===== src/verilog/pito_pkg.sv =====
package pito_pkg;

    // Data path width
    localparam int xlen = 32;

    typedef logic [xlen-1:0] pito_word_t;
    typedef logic [4:0]      reg_addr_t;
    typedef logic [3:0]      byte_en_t;

    // Instruction kind, immediate forms share the register form
    // NOP sits at zero so a cleared stage holds a bubble
    typedef enum logic [5:0] {
        NOP = 6'd0,
        ADD, SUB, SLL, SLT, SLTU, XOR, SRL, SRA, OR, AND,
        LB, LH, LW, LBU, LHU,
        SB, SH, SW,
        BEQ, BNE, BLT, BGE, BLTU, BGEU,
        JAL, JALR, LUI, AUIPC
    } pito_opcode_e;

    typedef enum logic [3:0] {
        ALU_ADD, ALU_SUB, ALU_SLL, ALU_SRL, ALU_SRA,
        ALU_XOR, ALU_OR, ALU_AND, ALU_SLT, ALU_SLTU
    } alu_op_e;

    // ========================================================================
    // Instruction formats
    // ========================================================================
    typedef struct packed {
        logic [6:0] funct7;
        reg_addr_t  rs2;
        reg_addr_t  rs1;
        logic [2:0] funct3;
        reg_addr_t  rd;
        logic [6:0] opcode;
    } r_fmt_t;

    typedef struct packed {
        logic [11:0] imm;
        reg_addr_t   rs1;
        logic [2:0]  funct3;
        reg_addr_t   rd;
        logic [6:0]  opcode;
    } i_fmt_t;

    typedef struct packed {
        logic [6:0] imm_hi;
        reg_addr_t  rs2;
        reg_addr_t  rs1;
        logic [2:0] funct3;
        logic [4:0] imm_lo;
        logic [6:0] opcode;
    } s_fmt_t;

    // Branch offset bits are scattered, bit 0 is implied
    typedef struct packed {
        logic       imm12;
        logic [5:0] imm10_5;
        reg_addr_t  rs2;
        reg_addr_t  rs1;
        logic [2:0] funct3;
        logic [3:0] imm4_1;
        logic       imm11;
        logic [6:0] opcode;
    } b_fmt_t;

    typedef struct packed {
        logic [19:0] imm;
        reg_addr_t   rd;
        logic [6:0]  opcode;
    } u_fmt_t;

    typedef struct packed {
        logic       imm20;
        logic [9:0] imm10_1;
        logic       imm11;
        logic [7:0] imm19_12;
        reg_addr_t  rd;
        logic [6:0] opcode;
    } j_fmt_t;

    // One instruction word, read through the view its opcode selects
    typedef union packed {
        r_fmt_t r;
        i_fmt_t i;
        s_fmt_t s;
        b_fmt_t b;
        u_fmt_t u;
        j_fmt_t j;
    } pito_instr_u;

    // ========================================================================
    // Stage payloads
    // ========================================================================
    typedef struct packed {
        pito_opcode_e kind;
        alu_op_e      alu_op;
        reg_addr_t    rs1;
        reg_addr_t    rs2;
        reg_addr_t    rd;
        logic [4:0]   shamt;
        pito_word_t   imm;
        logic         uses_rs2;
    } dec_instr_t;

    // Execute to memory stage
    typedef struct packed {
        pito_opcode_e kind;
        reg_addr_t    rd;
        pito_word_t   pc;
        pito_word_t   imm;
        pito_word_t   rs1;
        pito_word_t   rs2;
    } ex_stage_t;

    typedef struct packed {
        pito_word_t addr;
        pito_word_t wdata;
        byte_en_t   be;
        logic       we;
        logic       req;
    } dmem_req_t;

    // Hart field is wide enough for 16 harts
    typedef struct packed {
        logic [3:0] hart;
        logic       en;
        reg_addr_t  idx;
        pito_word_t data;
    } rf_write_t;

endpackage


===== src/verilog/pito_barrel_ctrl.sv =====
`timescale 1ns/1ps

module pito_barrel_ctrl #(
    parameter int                   num_harts  = 8,
    parameter pito_pkg::pito_word_t reset_addr = '0
) (
    input  logic                              clk,
    input  logic                              rst_n,
    output pito_pkg::pito_word_t              imem_addr,
    input  pito_pkg::dec_instr_t              dec,
    input  pito_pkg::pito_word_t              rd1,
    input  pito_pkg::pito_word_t              rd2,
    output logic [$clog2(num_harts)-1:0]      dec_hart,
    output pito_pkg::pito_word_t              alu_a,
    output pito_pkg::pito_word_t              alu_b,
    output pito_pkg::alu_op_e                 alu_op,
    input  pito_pkg::pito_word_t              alu_res,
    output pito_pkg::ex_stage_t               ex,
    output pito_pkg::pito_word_t              ex_res,
    input  pito_pkg::pito_word_t              load_val,
    input  logic                              br_taken,
    input  pito_pkg::pito_word_t              br_target,
    input  pito_pkg::pito_word_t              link_val,
    output pito_pkg::rf_write_t               rf_wr
);
    import pito_pkg::*;

    localparam int hw = $clog2(num_harts);

    // Hart tags, one per stage
    logic [hw-1:0]        hart_cnt, f_hart, d_hart, e_hart, w_hart;
    pito_word_t           pc [num_harts];
    pito_word_t           pend_tgt [num_harts];
    logic [num_harts-1:0] pend_vld;
    pito_word_t           fetch_pc, f_pc, d_pc;
    logic                 f_valid;
    dec_instr_t           d_dec;

    // Memory to write-back payload
    pito_opcode_e         w_kind;
    reg_addr_t            w_rd;
    pito_word_t           w_imm, w_alu, w_link, w_target;
    logic                 w_taken;

    // ========================================================================
    // Fetch and per-hart PCs
    // ========================================================================
    // A taken redirect overrides the sequential PC
    assign fetch_pc  = pend_vld[hart_cnt] ? pend_tgt[hart_cnt] : pc[hart_cnt];
    assign imem_addr = fetch_pc >> 2;
    assign dec_hart  = f_hart;

    always_ff @(posedge clk) begin
        if (!rst_n) begin
            hart_cnt <= '0;
            pend_vld <= '0;
            for (int i = 0; i < num_harts; i++) begin
                pc[i] <= reset_addr;
            end
        end else begin
            // Wraps on its own, hart count is a power of two
            hart_cnt           <= hart_cnt + 1'b1;
            pc[hart_cnt]       <= fetch_pc + 32'd4;
            pend_vld[hart_cnt] <= 1'b0;
            // Write-back hart never equals the fetch hart
            if (w_taken) begin
                pend_vld[w_hart] <= 1'b1;
                pend_tgt[w_hart] <= w_target;
            end
        end
    end

    // ========================================================================
    // Execute operands
    // ========================================================================
    assign alu_a  = rd1;
    assign alu_op = d_dec.alu_op;

    always_comb begin
        if (d_dec.uses_rs2)
            alu_b = rd2;
        else if (d_dec.alu_op inside {ALU_SLL, ALU_SRL, ALU_SRA})
            alu_b = {27'b0, d_dec.shamt};
        else
            alu_b = d_dec.imm;
    end

    // ========================================================================
    // Stage registers
    // ========================================================================
    always_ff @(posedge clk) begin
        if (!rst_n) begin
            f_valid    <= 1'b0;
            d_dec.kind <= NOP;
            ex.kind    <= NOP;
            w_kind     <= NOP;
            w_taken    <= 1'b0;
            rf_wr.en   <= 1'b0;
        end else begin
            // Fetch to decode
            f_valid <= 1'b1;
            f_hart  <= hart_cnt;
            f_pc    <= fetch_pc;
            // Decode to execute, bubble until the first fetch lands
            d_dec   <= f_valid ? dec : '0;
            d_hart  <= f_hart;
            d_pc    <= f_pc;
            // Execute to memory
            ex.kind <= d_dec.kind;
            ex.rd   <= d_dec.rd;
            ex.pc   <= d_pc;
            ex.imm  <= d_dec.imm;
            ex.rs1  <= rd1;
            ex.rs2  <= rd2;
            ex_res  <= alu_res;
            e_hart  <= d_hart;
            // Memory to write-back
            w_kind   <= ex.kind;
            w_rd     <= ex.rd;
            w_imm    <= ex.imm;
            w_alu    <= ex_res;
            w_link   <= link_val;
            w_target <= br_target;
            w_taken  <= br_taken;
            w_hart   <= e_hart;
            // Register write, branches and stores leave the file alone
            rf_wr.en   <= !(w_kind inside {NOP, SB, SH, SW, BEQ, BNE, BLT, BGE, BLTU, BGEU});
            rf_wr.hart <= 4'(w_hart);
            rf_wr.idx  <= w_rd;
            if (w_kind == LUI)
                rf_wr.data <= w_imm;
            else if (w_kind inside {JAL, JALR, AUIPC})
                rf_wr.data <= w_link;
            else if (w_kind inside {LB, LH, LW, LBU, LHU})
                rf_wr.data <= load_val;
            else
                rf_wr.data <= w_alu;
        end
    end

endmodule


===== config.mk =====
export PLATFORM = sky130hd
export DESIGN_NAME = pito_barrel_ctrl
export DESIGN_NICKNAME = d
export VERILOG_FILES = /design/src/verilog/pito_pkg.sv /design/src/verilog/pito_barrel_ctrl.sv
export SDC_FILE = /design/constraint.sdc
export NUM_CORES = 1
export LEC_CHECK = 0
export BUFFER_PORTS_ARGS = -buffer_cell sky130_fd_sc_hd__buf_2
export CAP_MARGIN = 20
export CORE_AREA = 4 4 367 369
export DETAILED_ROUTE_END_ITERATION = 7
export DIE_AREA = 0 0 371 373
export GPL_TIMING_DRIVEN = 0
export PLACE_DENSITY = 0.49
export SLEW_MARGIN = 20
export SYNTH_ARGS = -nofsm -noshare
export SYNTH_HDL_FRONTEND = slang
export SYNTH_SLANG_ARGS = --single-unit

===== constraint.sdc =====
create_clock -name clk -period 4.5 [get_ports clk]
set_input_delay 0.225 -clock clk [delete_from_list [all_inputs] [get_ports clk]]
set_output_delay 0.225 -clock clk [all_outputs]
set_load 0.05 [all_outputs]

Yosys cells after proc, flatten, opt, wreduce, memory -nomap -nowiden
Memory sizes are Yosys's and may differ from the RTL's. A register that Yosys moved wholly into a read port is not among the register bits.
Index checks and enable logic that the tools add are counted.
{"block": "op_classes", "n_lt_le_gt_ge": 4, "mux": 23, "reduce_logical": 10, "addsub": 2, "n_bitwise": 3, "n_eq_ne": 21}
{"operator": "2-to-1 mux 32 bit", "count": 7}
{"operator": "equality test 6 x 5 -> 1 bit, second input constant", "count": 13}
{"operator": "adder 32 x 3 -> 32 bit, second input constant", "count": 1}
{"operator": "OR reduction 32 bit", "count": 1}
{"operator": "equality test 6 x 4 -> 1 bit, second input constant", "count": 5}
{"operator": "nonzero test 10 bit", "count": 1}
{"operator": "2-to-1 mux 1 bit", "count": 9}
{"operator": "2-to-1 mux 3 bit", "count": 3}
{"operator": "AND 8 bit", "count": 1}
{"operator": "equality test 4 x 2 -> 1 bit, second input constant", "count": 2}
{"operator": "< comparator 3 x 4 -> 1 bit, second input constant", "count": 2}
{"operator": "2-to-1 mux 8 bit", "count": 1}
{"operator": "inverter 8 bit", "count": 1}
{"operator": "bitwise OR 8 bit", "count": 1}
{"operator": "demux 1 bit (select 3 bit)", "count": 2}
{"operator": "greater-or-equal comparator 3 x 1 -> 1 bit, second input constant", "count": 2}
{"operator": "logical NOT 6 bit", "count": 1}
{"operator": "nonzero test 3 bit", "count": 2}
{"operator": "nonzero test 5 bit", "count": 1}
{"operator": "equality test 4 x 3 -> 1 bit, second input constant", "count": 1}
{"operator": "adder 3 x 1 -> 3 bit, second input constant", "count": 1}
{"operator": "binary-select mux 1 bit (select 3 bit)", "count": 1}
{"operator": "logical AND 1 bit", "count": 2}
{"operator": "AND reduction 2 bit", "count": 1}
{"operator": "logical NOT 1 bit", "count": 1}
{"block": "totals", "ff_bits": 493, "output_inout_bits": 316, "memories": 2, "mem_bits_rw": 512}
{"memory": "pc", "depth": 8, "width": 32, "rd": 1, "rd_ports_with_merged_regs": 1, "write_ports": 8, "line_no": "pito_barrel_ctrl.sv:32", "source": "pito_word_t pc [num_harts];"}
{"memory": "pend_tgt", "depth": 8, "width": 32, "rd": 1, "rd_ports_with_merged_regs": 1, "write_ports": 1, "line_no": "pito_barrel_ctrl.sv:33", "source": "pito_word_t pend_tgt [num_harts];"}

Logic depth before layout (Yosys ltp)
Gate-level depths: netlist of the first run.
{"block": "logic_depth", "depth_word": 8, "mapped_depth": 15, "mapped_depth_nobuf": 10}

Worst setup path before layout of the first run
No wires, ideal clock.
{"block": "synth_path", "path_kind": "reg-to-reg", "start": "register hart_cnt[0]", "end": "memory pc[0][26] (netlist bit), data pin", "slack_ns": -0.175, "required_time_ns": 4.212, "arrival_time_ns": 4.387, "path_stages_with_launch": 14, "synth_period_minus_slack_ns": 4.675, "n_path_buf": 4, "path_cell_list": "dfxtp_1 buf_6 mux4_2 mux2i_1 clkbuf_1 clkbuf_1 mux2i_1 ha_1 nor4b_1 a31o_2 clkbuf_1 nand3_1 o31ai_1 a21oi_1"}
{"item": "start: declaration", "line_no": "pito_barrel_ctrl.sv:31", "source": "logic [hw-1:0] hart_cnt, f_hart, d_hart, e_hart, w_hart;"}
{"item": "start signal: assignment", "line_no": "pito_barrel_ctrl.sv:62", "source": "hart_cnt <= hart_cnt + 1'b1;"}
{"item": "end: declaration", "line_no": "pito_barrel_ctrl.sv:32"}

Worst setup path in the final report of the first run
{"block": "layout_path", "start": "register hart_cnt[0]", "end": "output imem_addr[26]"}
{"block": "layout_via", "elab_chain_len": 3}
{"item": "binary-select mux 1 bit (select 3 bit)", "line_no": "pito_barrel_ctrl.sv:49", "source": "assign fetch_pc = pend_vld[hart_cnt] ? pend_tgt[hart_cnt] : pc[hart_cnt];"}
{"item": "2-to-1 mux 1 bit (implied by the code)", "line_no": "pito_barrel_ctrl.sv:49"}
{"item": "2-to-1 mux 32 bit", "line_no": "pito_barrel_ctrl.sv:49"}
{"item": "end: declaration", "line_no": "pito_barrel_ctrl.sv:9", "source": "output pito_pkg::pito_word_t imem_addr,"}
No other way between the ends. The select of a mux whose other input is x is not followed.

==> metrics.csv, run 1 <==
stage,metric,value,unit
run_status,status,"finished, final reports clean",
hold_path,Hold Path Sink,rf_wr[10],
logic_synthesis,main flop type after synthesis,edfxtp_1,
clock_network,worst-skew pair later-pin latency,0.74,ns
place,Post-DP HPWL,90.11,mm
power,P_int,16.90,mW
global_route,GRT Overall Usage,18.36,%
cells_and_area,area grow syn2layout,31.37,%
global_route,first-pass GRT wire length,182.8,mm
timing,fmax,0.2276,GHz
timing,setup_tns,0,ns
power,LEAKAGE,18.74,nW
floorplan,row cnt,133,
global_route,largest net degree at the start of global routing,94,
clock_network,Clock transition at path regs,0.06,ns
hold_path,Hold Path Depth,5,
logic_synthesis,largest family of logic cells by synthesized area,multiplexers,
timing,post-layout min period,4.394,ns
cells_and_area,"most common cell after layout, fill and taps aside",edfxtp_1,
clock_network,H-tree levels,3,
power,Gate power share,13.9,%
critical_path,critical path class,register to output pin,
routing,via count,24230,
floorplan,die footprint,138400,sq um
clock_network,clock buffer depth,3,
floorplan,Core Region,131100,sq um
logic_synthesis,xor/xnor share of the synthesized area,0.3800,%
power,Sw Share,27.33,%
clock_network,total CTS buffers,111,
critical_path,CP top delay family,buffers and inverters,
power,Clock power frac,38.4,%
critical_path,crit path buf inv count,7,
timing,Final setup viols,0,
routing,Vias/cell,4.730,
logic_synthesis,register area share after synthesis,76.20,%
routing,"antenna viol nets, final",0,
critical_path,crit path cell chain,buf_6 > mux4_2 > mux2_4 > buf_6 > clkbuf_4 > buf_4 > clkbuf_8 > o31a_2 > buf_4 > buf_2,
timing,Worst slew margin,28.85,%
logic_synthesis,"Avg Cell Area, Syn",17.00,sq um
timing,Final Hold Viols,0,
routing,# DRC,0,
critical_path,Slowest Stage Delay on Critical Path,0.63,ns
floorplan,I/O Pins,574,
routing,WL final,130.7,mm
timing,Slew Limit Fails,0,
logic_synthesis,post-synthesis adder-cell area fraction,0.08941,%
logic_synthesis,asr flop ratio synth,0,%
critical_path,Reg2Reg Capture Point,pc[0][31],
power,Max VDD drop,0.0003781,V
logic_synthesis,multiplexer share of the synthesized area,9.662,%
logic_synthesis,#FFs+latches synth,1005,
logic_synthesis,Synth area leader,edfxtp_1,
timing,Slew @ Worst Pin,1.066,ns
floorplan,Starting Density,29.88,%
routing,DRT iter0 DRCs,2053,
place,final RePlAce weighted congestion,0.8293,
global_route,antenna violations before repair,8,
global_route,vias in the first global route,24690,
job,max-cap violations,0,
cells_and_area,share of cells above drive strength 1,33.12,%
critical_path,Crit-path slowest cell,mux4_2,
logic_synthesis,Cell variety after synth,73,
critical_path,Crit path arrival time,4.17,ns
hold_path,worst min-delay path class,input pin to register,
hold_path,worst hold start,load_val[10],
critical_path,CP required,4.28,ns
cells_and_area,Nets,3533,
clock_network,clk root buf,clkbuf_16,
logic_synthesis,post-synthesis cell count,2305,
logic_synthesis,Area contributors post-synth,"edfxtp_1, mux4_2, mux2i_1",
power,Final Power,23.26,mW
timing,crit share post-route,97.65,%
critical_path,crit start category,register,
critical_path,R2R depth,13,
clock_network,TritonCTS clock tree,yes,
routing,Initial DRT Pass Iterations,5,
timing,RSZ-0062 raised after global routing,false,
logic_synthesis,Simple-Gate Fraction of Synth Area,6.399,%
cells_and_area,most frequent cells in the layout,"edfxtp_1, buf_2, dlygate4sd3_1",
logic_synthesis,Mapped Area,39190,sq um
power,Sw Pwr,6.357,mW
power,Reg power frac,47.7,%
logic_synthesis,Yosys warnings,0,
power,PwrDens,451.7,nW/um^2
critical_path,CP Max Fanout,10,
critical_path,RR Startpoint,hart_cnt[0],
timing,Fin Clk Skew,0.07478,ns
global_route,Congestion Overflow GR,0,
critical_path,r2r setup slk,0.13,ns
clock_network,CTS Sinks,1005,
place,port bufs,560,
routing,mean routed wirelength per cell,25.51,um
critical_path,Setup crit end kind,output pin,
floorplan,DIE HEIGHT,373,um
logic_synthesis,compound-cell area share of the yosys netlist,4.272,%
logic_synthesis,Synth top area share,74.56,%
logic_synthesis,"EDFF count, synth",973,
floorplan,Die X,371,um
-- metal layers --
metal / up-vias / GRT usage, % / part of all wire, %
li1: 10740 / - / -
met1: 12380 / 23.08 / 40
met2: 908 / 31.84 / 50
met3: 201 / 3.499 / 6.5
met4: 4 / 5.933 / 2.9
met5: - / 0 / 0.024
-- worst reg2reg max path: stages (launching register included) --
cell and delay [ns]:
dfxtp_1 0.37, buf_6 0.19, mux4_2 0.63, mux2_4 0.39
buf_6 0.20, clkbuf_4 0.26, nand2_1 0.11, nand2_1 0.16
inv_2 0.20, o311ai_0 0.24, or3_1 0.51, nor4_4 0.28
buf_4 0.22, mux2_2 0.36
-- logic make-up (layout without fill, tap and decap cells) --
| group | Yosys count | after routing |
|---|---|---|
| DFF | 1005 | 1005 |
| and+or+nand+nor | 544 | 544 |
| AOI/OAI and AO/OA | 277 | 277 |
| muxes | 244 | 244 |
| buffers and inverters | 214 | 1271 |
| xor gates and xnor gates | 17 | 17 |
| adders and majority gates | 3 | 3 |
| other | 1 | 7 |
-- worst max path at each step --
stage,from,endpoint,cells after the start
3_5_place_dp,hart_cnt[1],pc[1][30],13
4_1_cts,hart_cnt[0],pc[4][21],10
3_3_place_gp,rst_n,pend_tgt[2][6],3
2_1_floorplan,hart_cnt[0],pc[4][0],9
5_1_grt,hart_cnt[0],imem_addr[26],10
6_report,hart_cnt[0],imem_addr[26],10
-- state kept, by name, indices dropped and copies added (netlist names), 41 cells and up --
name,count
pend_tgt,256
pc,256
d_dec,49
rf_wr,41
ex,139
-- cell usage after synthesis, types with 7 or more instances --
cell,instances
nand2b_1,8
buf_2,24
and3_1,11
and2_1,65
a22oi_1,9
nand3_1,15
mux2i_1,100
inv_1,15
edfxtp_1,973
dfxtp_1,32
clkbuf_1,77
nor2b_1,12
buf_4,80
mux2_2,39
a21oi_1,83
nand4_1,7
buf_1,11
o21ai_0,108
nor3b_1,13
nor2_1,210
nand2_1,167
mux4_2,102
a31o_2,7
xor2_1,13
-- layout make-up --
class                   count  area, sq um
clock inverters            62        570.5
clock buffers             142         3007
flip-flops and latches   1005        29860
inverters                  17        70.07
diodes                      4        10.01
plain buffers             194         1209
well taps                1755         2196
repair buffers            856         6006
fillers                 12360        79650
multi-input cells        1088         8552
-- power by group through the flow --
stage / Combinational, mW / Clock (mW) / Sequential (mW)
CTS: 3.25 / 9.18 / 11.1
global placement: 2.93 / 0 / 11.4
finish: 3.23 / 8.94 / 11.1
global route: 3.39 / 9.57 / 11.1
detailed placement: 2.99 / 0 / 11.3
floorplan: 1.38 / 0 / 11.7
-- metrics by stage --
stage               std cells  instance area, sq um  worst slack [ns]  hold slack (ns)  utilization, %
finish                   5123                 51480            0.1059          0.07576           39.26
global route             5121                 51470         0.0007492          0.05483           39.25
CTS                      5117                 51370           0.02432         0.002282           39.17
detailed placement       4665                 45030            -3.131           0.4031           34.34
global placement         4622                 44200            -12.55           0.4009           33.71
floorplan                2307                 39200           -0.1367           0.2527               -
-- timing repair --
item                       in CTS  in global routing
hold buffers                  238                  0
pin swaps                       5                  1
setup endpoints to repair     419                 79
hold endpoints to repair      238                  0
resized for setup              83                 21
setup buffers                  12                  3
cloned                          0                  0
Power figures use the tool's default switching activity.
==> inputs of run 2 (changes only) <==
--- a/config.mk
+++ b/config.mk
@@ -7,11 +7,12 @@
 export LEC_CHECK = 0
 export BUFFER_PORTS_ARGS = -buffer_cell sky130_fd_sc_hd__buf_2
 export CAP_MARGIN = 20
-export CORE_AREA = 4 4 367 369
+export CORE_AREA = 8 8 287 289
 export DETAILED_ROUTE_END_ITERATION = 7
-export DIE_AREA = 0 0 371 373
+export DIE_AREA = 0 0 295 297
 export GPL_TIMING_DRIVEN = 0
-export PLACE_DENSITY = 0.49
+export PLACE_DENSITY = 0.75
+export REMOVE_ABC_BUFFERS = 1
 export SLEW_MARGIN = 20
 export SYNTH_ARGS = -nofsm -noshare
 export SYNTH_HDL_FRONTEND = slang
==> run 2 against run 1 <==
Compared with the run above:
- worst hold slack got worse by 0.014 ns
- wire length fell by 16%
- sequential power is essentially flat
- combinational power fell by 9.3%
- worst setup slack better by 0.023 ns
- clock power decreased by 6.4%
- largest cell class unchanged
- highest routed layer unchanged
- sequential cell count stayed put
- sequential share of layout area up 2.4 points
- first-iteration DRC count up 21%
==> metrics.csv, run 2 (same netlist as run 1, synthesis figures left out) <==
stage,metric,value,unit
place,final RePlAce weighted congestion,0.9681,
global_route,vias in the first global route,24660,
critical_path,Reg2Reg Capture Point,pc[7][30],
timing,Worst slew margin,33.92,%
timing,setup_tns,0,ns
clock_network,clock buffer depth,3,
clock_network,H-tree levels,3,
global_route,Congestion Overflow GR,0,
floorplan,Core Region,77970,sq um
timing,post-layout min period,4.371,ns
critical_path,R2R depth,12,
routing,Initial DRT Pass Iterations,6,
critical_path,CP Max Fanout,55,
clock_network,TritonCTS clock tree,yes,
power,PwrDens,453.0,nW/um^2
floorplan,Die X,295,um
floorplan,I/O Pins,574,
clock_network,total CTS buffers,103,
timing,Final Worst Setup Slack,0.1291,ns
routing,Vias/cell,5.658,
cells_and_area,Final Instance Area,49480,sq um
routing,mean routed wirelength per cell,25.96,um
place,Cells after DPL,3783,
cells_and_area,biggest regs,"pc x256, pend_tgt x256, ex x139",
routing,via count,23870,
floorplan,row cnt,103,
timing,fmax,0.2288,GHz
global_route,first-pass GRT wire length,159.4,mm
global_route,GRT Overall Usage,24.28,%
clock_network,CTS Sinks,1005,
hold_path,Hold Path Depth,5,
timing,Final Hold Viols,0,
clock_network,clk root buf,clkbuf_16,
global_route,antenna violations before repair,18,
power,LEAKAGE,18.06,nW
floorplan,die footprint,87620,sq um
timing,Final setup viols,0,
timing,Worst Hold Slack,0.06164,ns
cells_and_area,Final Util,63.46,%
critical_path,crit start category,register,
cells_and_area,Nets,3328,
cells_and_area,Filler Cell Count,5418,
floorplan,Starting Density,50.26,%
cells_and_area,"most common cell after layout, fill and taps aside",edfxtp_1,
routing,WL final,109.5,mm
critical_path,critical path class,register to register,
place,port bufs,560,
clock_network,worst-skew pair later-pin latency,0.66,ns
timing,crit share post-route,97.13,%
cells_and_area,area grow syn2layout,26.28,%
timing,Fin Clk Skew,0.03480,ns
routing,# DRC,0,
place,Post-DP HPWL,72.88,mm
critical_path,r2r setup slk,0.13,ns
critical_path,Crit path arrival time,4.75,ns
critical_path,Setup crit end kind,register,
place,dpl cell area,43580,sq um
critical_path,RR Startpoint,hart_cnt[2],
hold_path,worst hold start,load_val[14],
job,max-cap violations,0,
timing,Slew Limit Fails,0,
cells_and_area,most frequent cells in the layout,"edfxtp_1, buf_2, dlygate4sd3_1",
clock_network,Clock transition at path regs,0.06,ns
routing,DRT iter0 DRCs,2479,
critical_path,CP required,4.88,ns
hold_path,Hold Path Sink,rf_wr[14],
routing,"antenna viol nets, final",0,
place,Placement Setup Slack,-1.482,ns
timing,Slew @ Worst Pin,0.9912,ns
global_route,largest net degree at the start of global routing,117,
hold_path,worst min-delay path class,input pin to register,
cells_and_area,share of cells above drive strength 1,31.90,%
floorplan,DIE HEIGHT,297,um
power,Final Power,22.41,mW
power,Max VDD drop,0.0003825,V
run_status,status,"finished, final reports clean",
cells_and_area,final instance count without filler cells,4219,
run 2: worst max-delay path, stage by stage, from the launching register on:
cell and delay, ns:
dfxtp_4 0.38, buf_16 0.28, mux4_2 0.63, mux2i_4 0.26, buf_16 0.21, mux2i_4 0.43
ha_1 0.28, nor4b_1 0.32, a31o_2 0.22, nand3_2 0.33, o41ai_4 0.44, buf_4 0.20
a21oi_1 0.08
run 2: metal layers:
layer | routed length [um] | up-vias | GRT usage, %
met2 | 55220 | 1322 | 41.72
met4 | 5481 | 2 | 11.79
met3 | 10250 | 259 | 5.588
li1 | - | 10340 | -
met5 | 12 | - | 0
met1 | 38570 | 11950 | 28.61
run 2: worst max-delay path by stage:
stage | slack, ns | depth (start not counted) | endpoint | from
2_1_floorplan | -6.05 | 9 | pc[3][26] | hart_cnt[0]
6_report | 0.13 | 12 | pc[7][30] | hart_cnt[2]
5_1_grt | -0.005 | 12 | pc[7][30] | hart_cnt[2]
3_5_place_dp | -1.48 | 11 | pc[3][26] | hart_cnt[2]
4_1_cts | 0.002 | 13 | pc[4][16] | hart_cnt[0]
3_3_place_gp | -17.59 | 2 | pc[4][11] | rst_n
run 2: layout make-up:
type / count / area [sq um] / share of cell area [%]
antenna: 19 / 47.55 / 0.09609
clock buffer: 145 / 2974 / 6.011
clock inverter: 42 / 369.1 / 0.7459
inverter: 17 / 68.82 / 0.1391
multi-input combinational: 1088 / 8567 / 17.31
sequential: 1005 / 29870 / 60.37
tap: 1050 / 1314 / 2.655
timing repair buffer: 853 / 6270 / 12.67
run 2: what timing repair did:
action | in CTS | in global routing
setup endpoints to repair | 211 | 139
buffers inserted | 10 | 5
gates resized for setup | 27 | 12
pin swaps | 3 | 2
hold endpoints to repair | 252 | 0
hold buffers | 215 | 0
run 2: power breakdown:
| part | internal, mW | switching (mW) | total [mW] |
|---|---|---|---|
| Sequential | 10.9 | 0.218 | 11.1 |
| Combinational | 0.864 | 2.07 | 2.93 |
| Clock | 4.84 | 3.54 | 8.37 |
==> inputs of run 3 (changes only) <==
--- a/config.mk
+++ b/config.mk
@@ -7,12 +7,13 @@
 export LEC_CHECK = 0
 export BUFFER_PORTS_ARGS = -buffer_cell sky130_fd_sc_hd__buf_2
 export CAP_MARGIN = 20
-export CORE_AREA = 8 8 287 289
+export CELL_PAD_IN_SITES_DETAIL_PLACEMENT = 1
+export CELL_PAD_IN_SITES_GLOBAL_PLACEMENT = 2
+export CORE_AREA = 8 8 335 337
 export DETAILED_ROUTE_END_ITERATION = 7
-export DIE_AREA = 0 0 295 297
+export DIE_AREA = 0 0 343 345
 export GPL_TIMING_DRIVEN = 0
-export PLACE_DENSITY = 0.75
-export REMOVE_ABC_BUFFERS = 1
+export PLACE_DENSITY = 0.74
 export SLEW_MARGIN = 20
 export SYNTH_ARGS = -nofsm -noshare
 export SYNTH_HDL_FRONTEND = slang
==> constraint.sdc (replaced) <==
create_clock -name clk -period 3.6 [get_ports clk]
set_input_delay 0.18 -clock clk [delete_from_list [all_inputs] [get_ports clk]]
set_output_delay 0.18 -clock clk [all_outputs]
set_load 0.05 [all_outputs]
==> run 3 against run 2 <==
Compared with the run above:
- the flow now finishes with violations (setup timing)
- largest power group unchanged
- clock-buffer cell count down 12
- worst hold slack worse by 0.017 ns
- final area up 5.5%
- non-clock buffer count up 219
- largest cell class unchanged
- highest routed layer unchanged
- critical path type unchanged
- sequential share of layout area down 3.2 points
==> metrics.csv, run 3 (same netlist as run 1, synthesis figures left out) <==
stage,metric,value,unit
timing,fmax,0.2562,GHz
global_route,vias in the first global route,26940,
global_route,Congestion Overflow GR,0,
power,Final Power,29.52,mW
global_route,GRT Overall Usage,22.47,%
timing,Final setup viols,153,
global_route,largest net degree at the start of global routing,99,
timing,Final Worst Setup Slack,-0.3032,ns
critical_path,crit start category,register,
place,dpl cell area,44560,sq um
global_route,first-pass GRT wire length,193.4,mm
clock_network,TritonCTS clock tree,yes,
clock_network,worst-skew pair later-pin latency,0.70,ns
timing,Final Hold Viols,0,
job,max-cap violations,0,
critical_path,CP required,4.03,ns
power,PwrDens,565.4,nW/um^2
place,final RePlAce weighted congestion,0.8569,
timing,crit share post-route,108.4,%
run_status,status,"finished, violations left",
critical_path,crit path buf inv count,4,
cells_and_area,Nets,3553,
cells_and_area,final instance count without filler cells,4799,
critical_path,CP top delay family,multiplexers,
place,Post-DP HPWL,91.75,mm
timing,RSZ-0062 raised after global routing,true,
timing,setup_tns,-21.07,ns
timing,Fin Clk Skew,0.04261,ns
timing,Worst slew margin,30.27,%
run_status,failing checks,setup timing,
place,Placement Setup Slack,-2.210,ns
power,LEAKAGE,19.14,nW
clock_network,H-tree levels,3,
cells_and_area,most frequent cells in the layout,"edfxtp_1, buf_2, dlygate4sd3_1",
timing,Worst Hold Slack,0.04437,ns
power,Max VDD drop,0.0003507,V
place,Cells after DPL,4305,
timing,post-layout min period,3.903,ns
clock_network,clock buffer depth,3,
routing,"antenna viol nets, final",0,
critical_path,CP Max Fanout,10,
routing,Vias/cell,5.293,
critical_path,Slowest Stage Delay on Critical Path,0.64,ns
critical_path,Crit path arrival time,4.34,ns
hold_path,worst min-delay path class,input pin to register,
cells_and_area,Final Util,48.98,%
floorplan,Core Region,106600,sq um
routing,via count,25400,
floorplan,I/O Pins,574,
clock_network,clk root buf,clkbuf_16,
floorplan,DIE HEIGHT,345,um
floorplan,Starting Density,36.76,%
critical_path,Crit-path slowest cell,mux4_2,
cells_and_area,Multi-input gate area,9139,sq um
routing,WL final,138.6,mm
floorplan,row cnt,120,
routing,DRT iter0 DRCs,2554,
critical_path,"most used cell, CP",buf_12,
global_route,antenna violations before repair,18,
critical_path,critical path class,register to register,
cells_and_area,Filler Cell Count,10290,
floorplan,Die X,343,um
timing,Slew @ Worst Pin,1.046,ns
cells_and_area,area grow syn2layout,33.24,%
critical_path,crit path cell chain,buf_12 > mux4_2 > mux2_4 > buf_12 > or4_4 > a21boi_4 > buf_12 > nand3_4 > nor4_4 > buf_12 > mux2_2,
place,port bufs,560,
clock_network,Clock transition at path regs,0.06,ns
floorplan,die footprint,118300,sq um
timing,Slew Limit Fails,0,
cells_and_area,share of cells above drive strength 1,37.17,%
critical_path,Setup crit end kind,register,
cells_and_area,storage element area,29870,sq um
routing,Initial DRT Pass Iterations,6,
cells_and_area,"most common cell after layout, fill and taps aside",edfxtp_1,
cells_and_area,biggest regs,"pc x256, pend_tgt x256, ex x139",
routing,# DRC,0,
cells_and_area,Final Instance Area,52210,sq um
routing,mean routed wirelength per cell,28.88,um
clock_network,total CTS buffers,108,
clock_network,CTS Sinks,1005,
==> run 3: cell types whose count changed in the layout (fill, tap and decap cells not counted), sizes merged, moves of 5 or more <==
cell | previous run | this run
buf | 638 | 775
clkbuf | 145 | 205
clkinv | 33 | 51
dlygate4sd3 | 215 | 225
bufinv | 4 | 11
diode | 19 | 14
==> run 3: report_power, final <==
part	internal, mW	switching, mW	total, mW
Sequential	13.6	0.286	13.9
Combinational	1.46	2.96	4.43
Clock	6.50	4.69	11.2
==> run 3: layout make-up <==
cell class / instances / share of cell area (%)
antenna: 14 / 0.06710
multi-input combinational: 1089 / 17.50
inverter: 17 / 0.1510
sequential: 1005 / 57.21
clock inverter: 66 / 1.184
timing repair buffer: 885 / 12.04
tap: 1403 / 3.362
clock buffer: 133 / 5.577
buffer: 187 / 2.912
==> run 3: metal layers <==
layer  up-vias  share of wire [%]  global-route usage, %
met5         -             0.0050                      0
met4         2                4.5                  10.52
met3       321                7.5                  5.105
met2      1150                 49                  37.56
met1     13140                 39                  27.58
li1      10790                  -                      -
==> run 3: timing repair <==
| action | CTS | global route |
|---|---|---|
| hold buffers | 225 | 0 |
| buffers inserted | 50 | 11 |
| resized for setup | 273 | 62 |
| pin swaps | 32 | 20 |
| hold endpoints to repair | 274 | 0 |
| endpoints found under the setup margin | 534 | 243 |
| cloned | 4 | 1 |
==> run 3: worst min-delay path, cell delays in order <==
cell and delay, ns:
buf_2 0.08, mux2i_1 0.06, nand2_1 0.07, o21ai_0 0.07, o21ai_0 0.16
==> run 3: worst paths after layout <==
path	cells after the start	slack [ns]	from	end
worst min register to register	0	0.41	d_pc[30]	ex[126]
worst max register to register	11	-0.30	hart_cnt[0]	pc[1][31]
worst max-delay path	11	-0.30	hart_cnt[0]	pc[1][31]
worst min-delay path	5	0.04	load_val[31]	rf_wr[31]
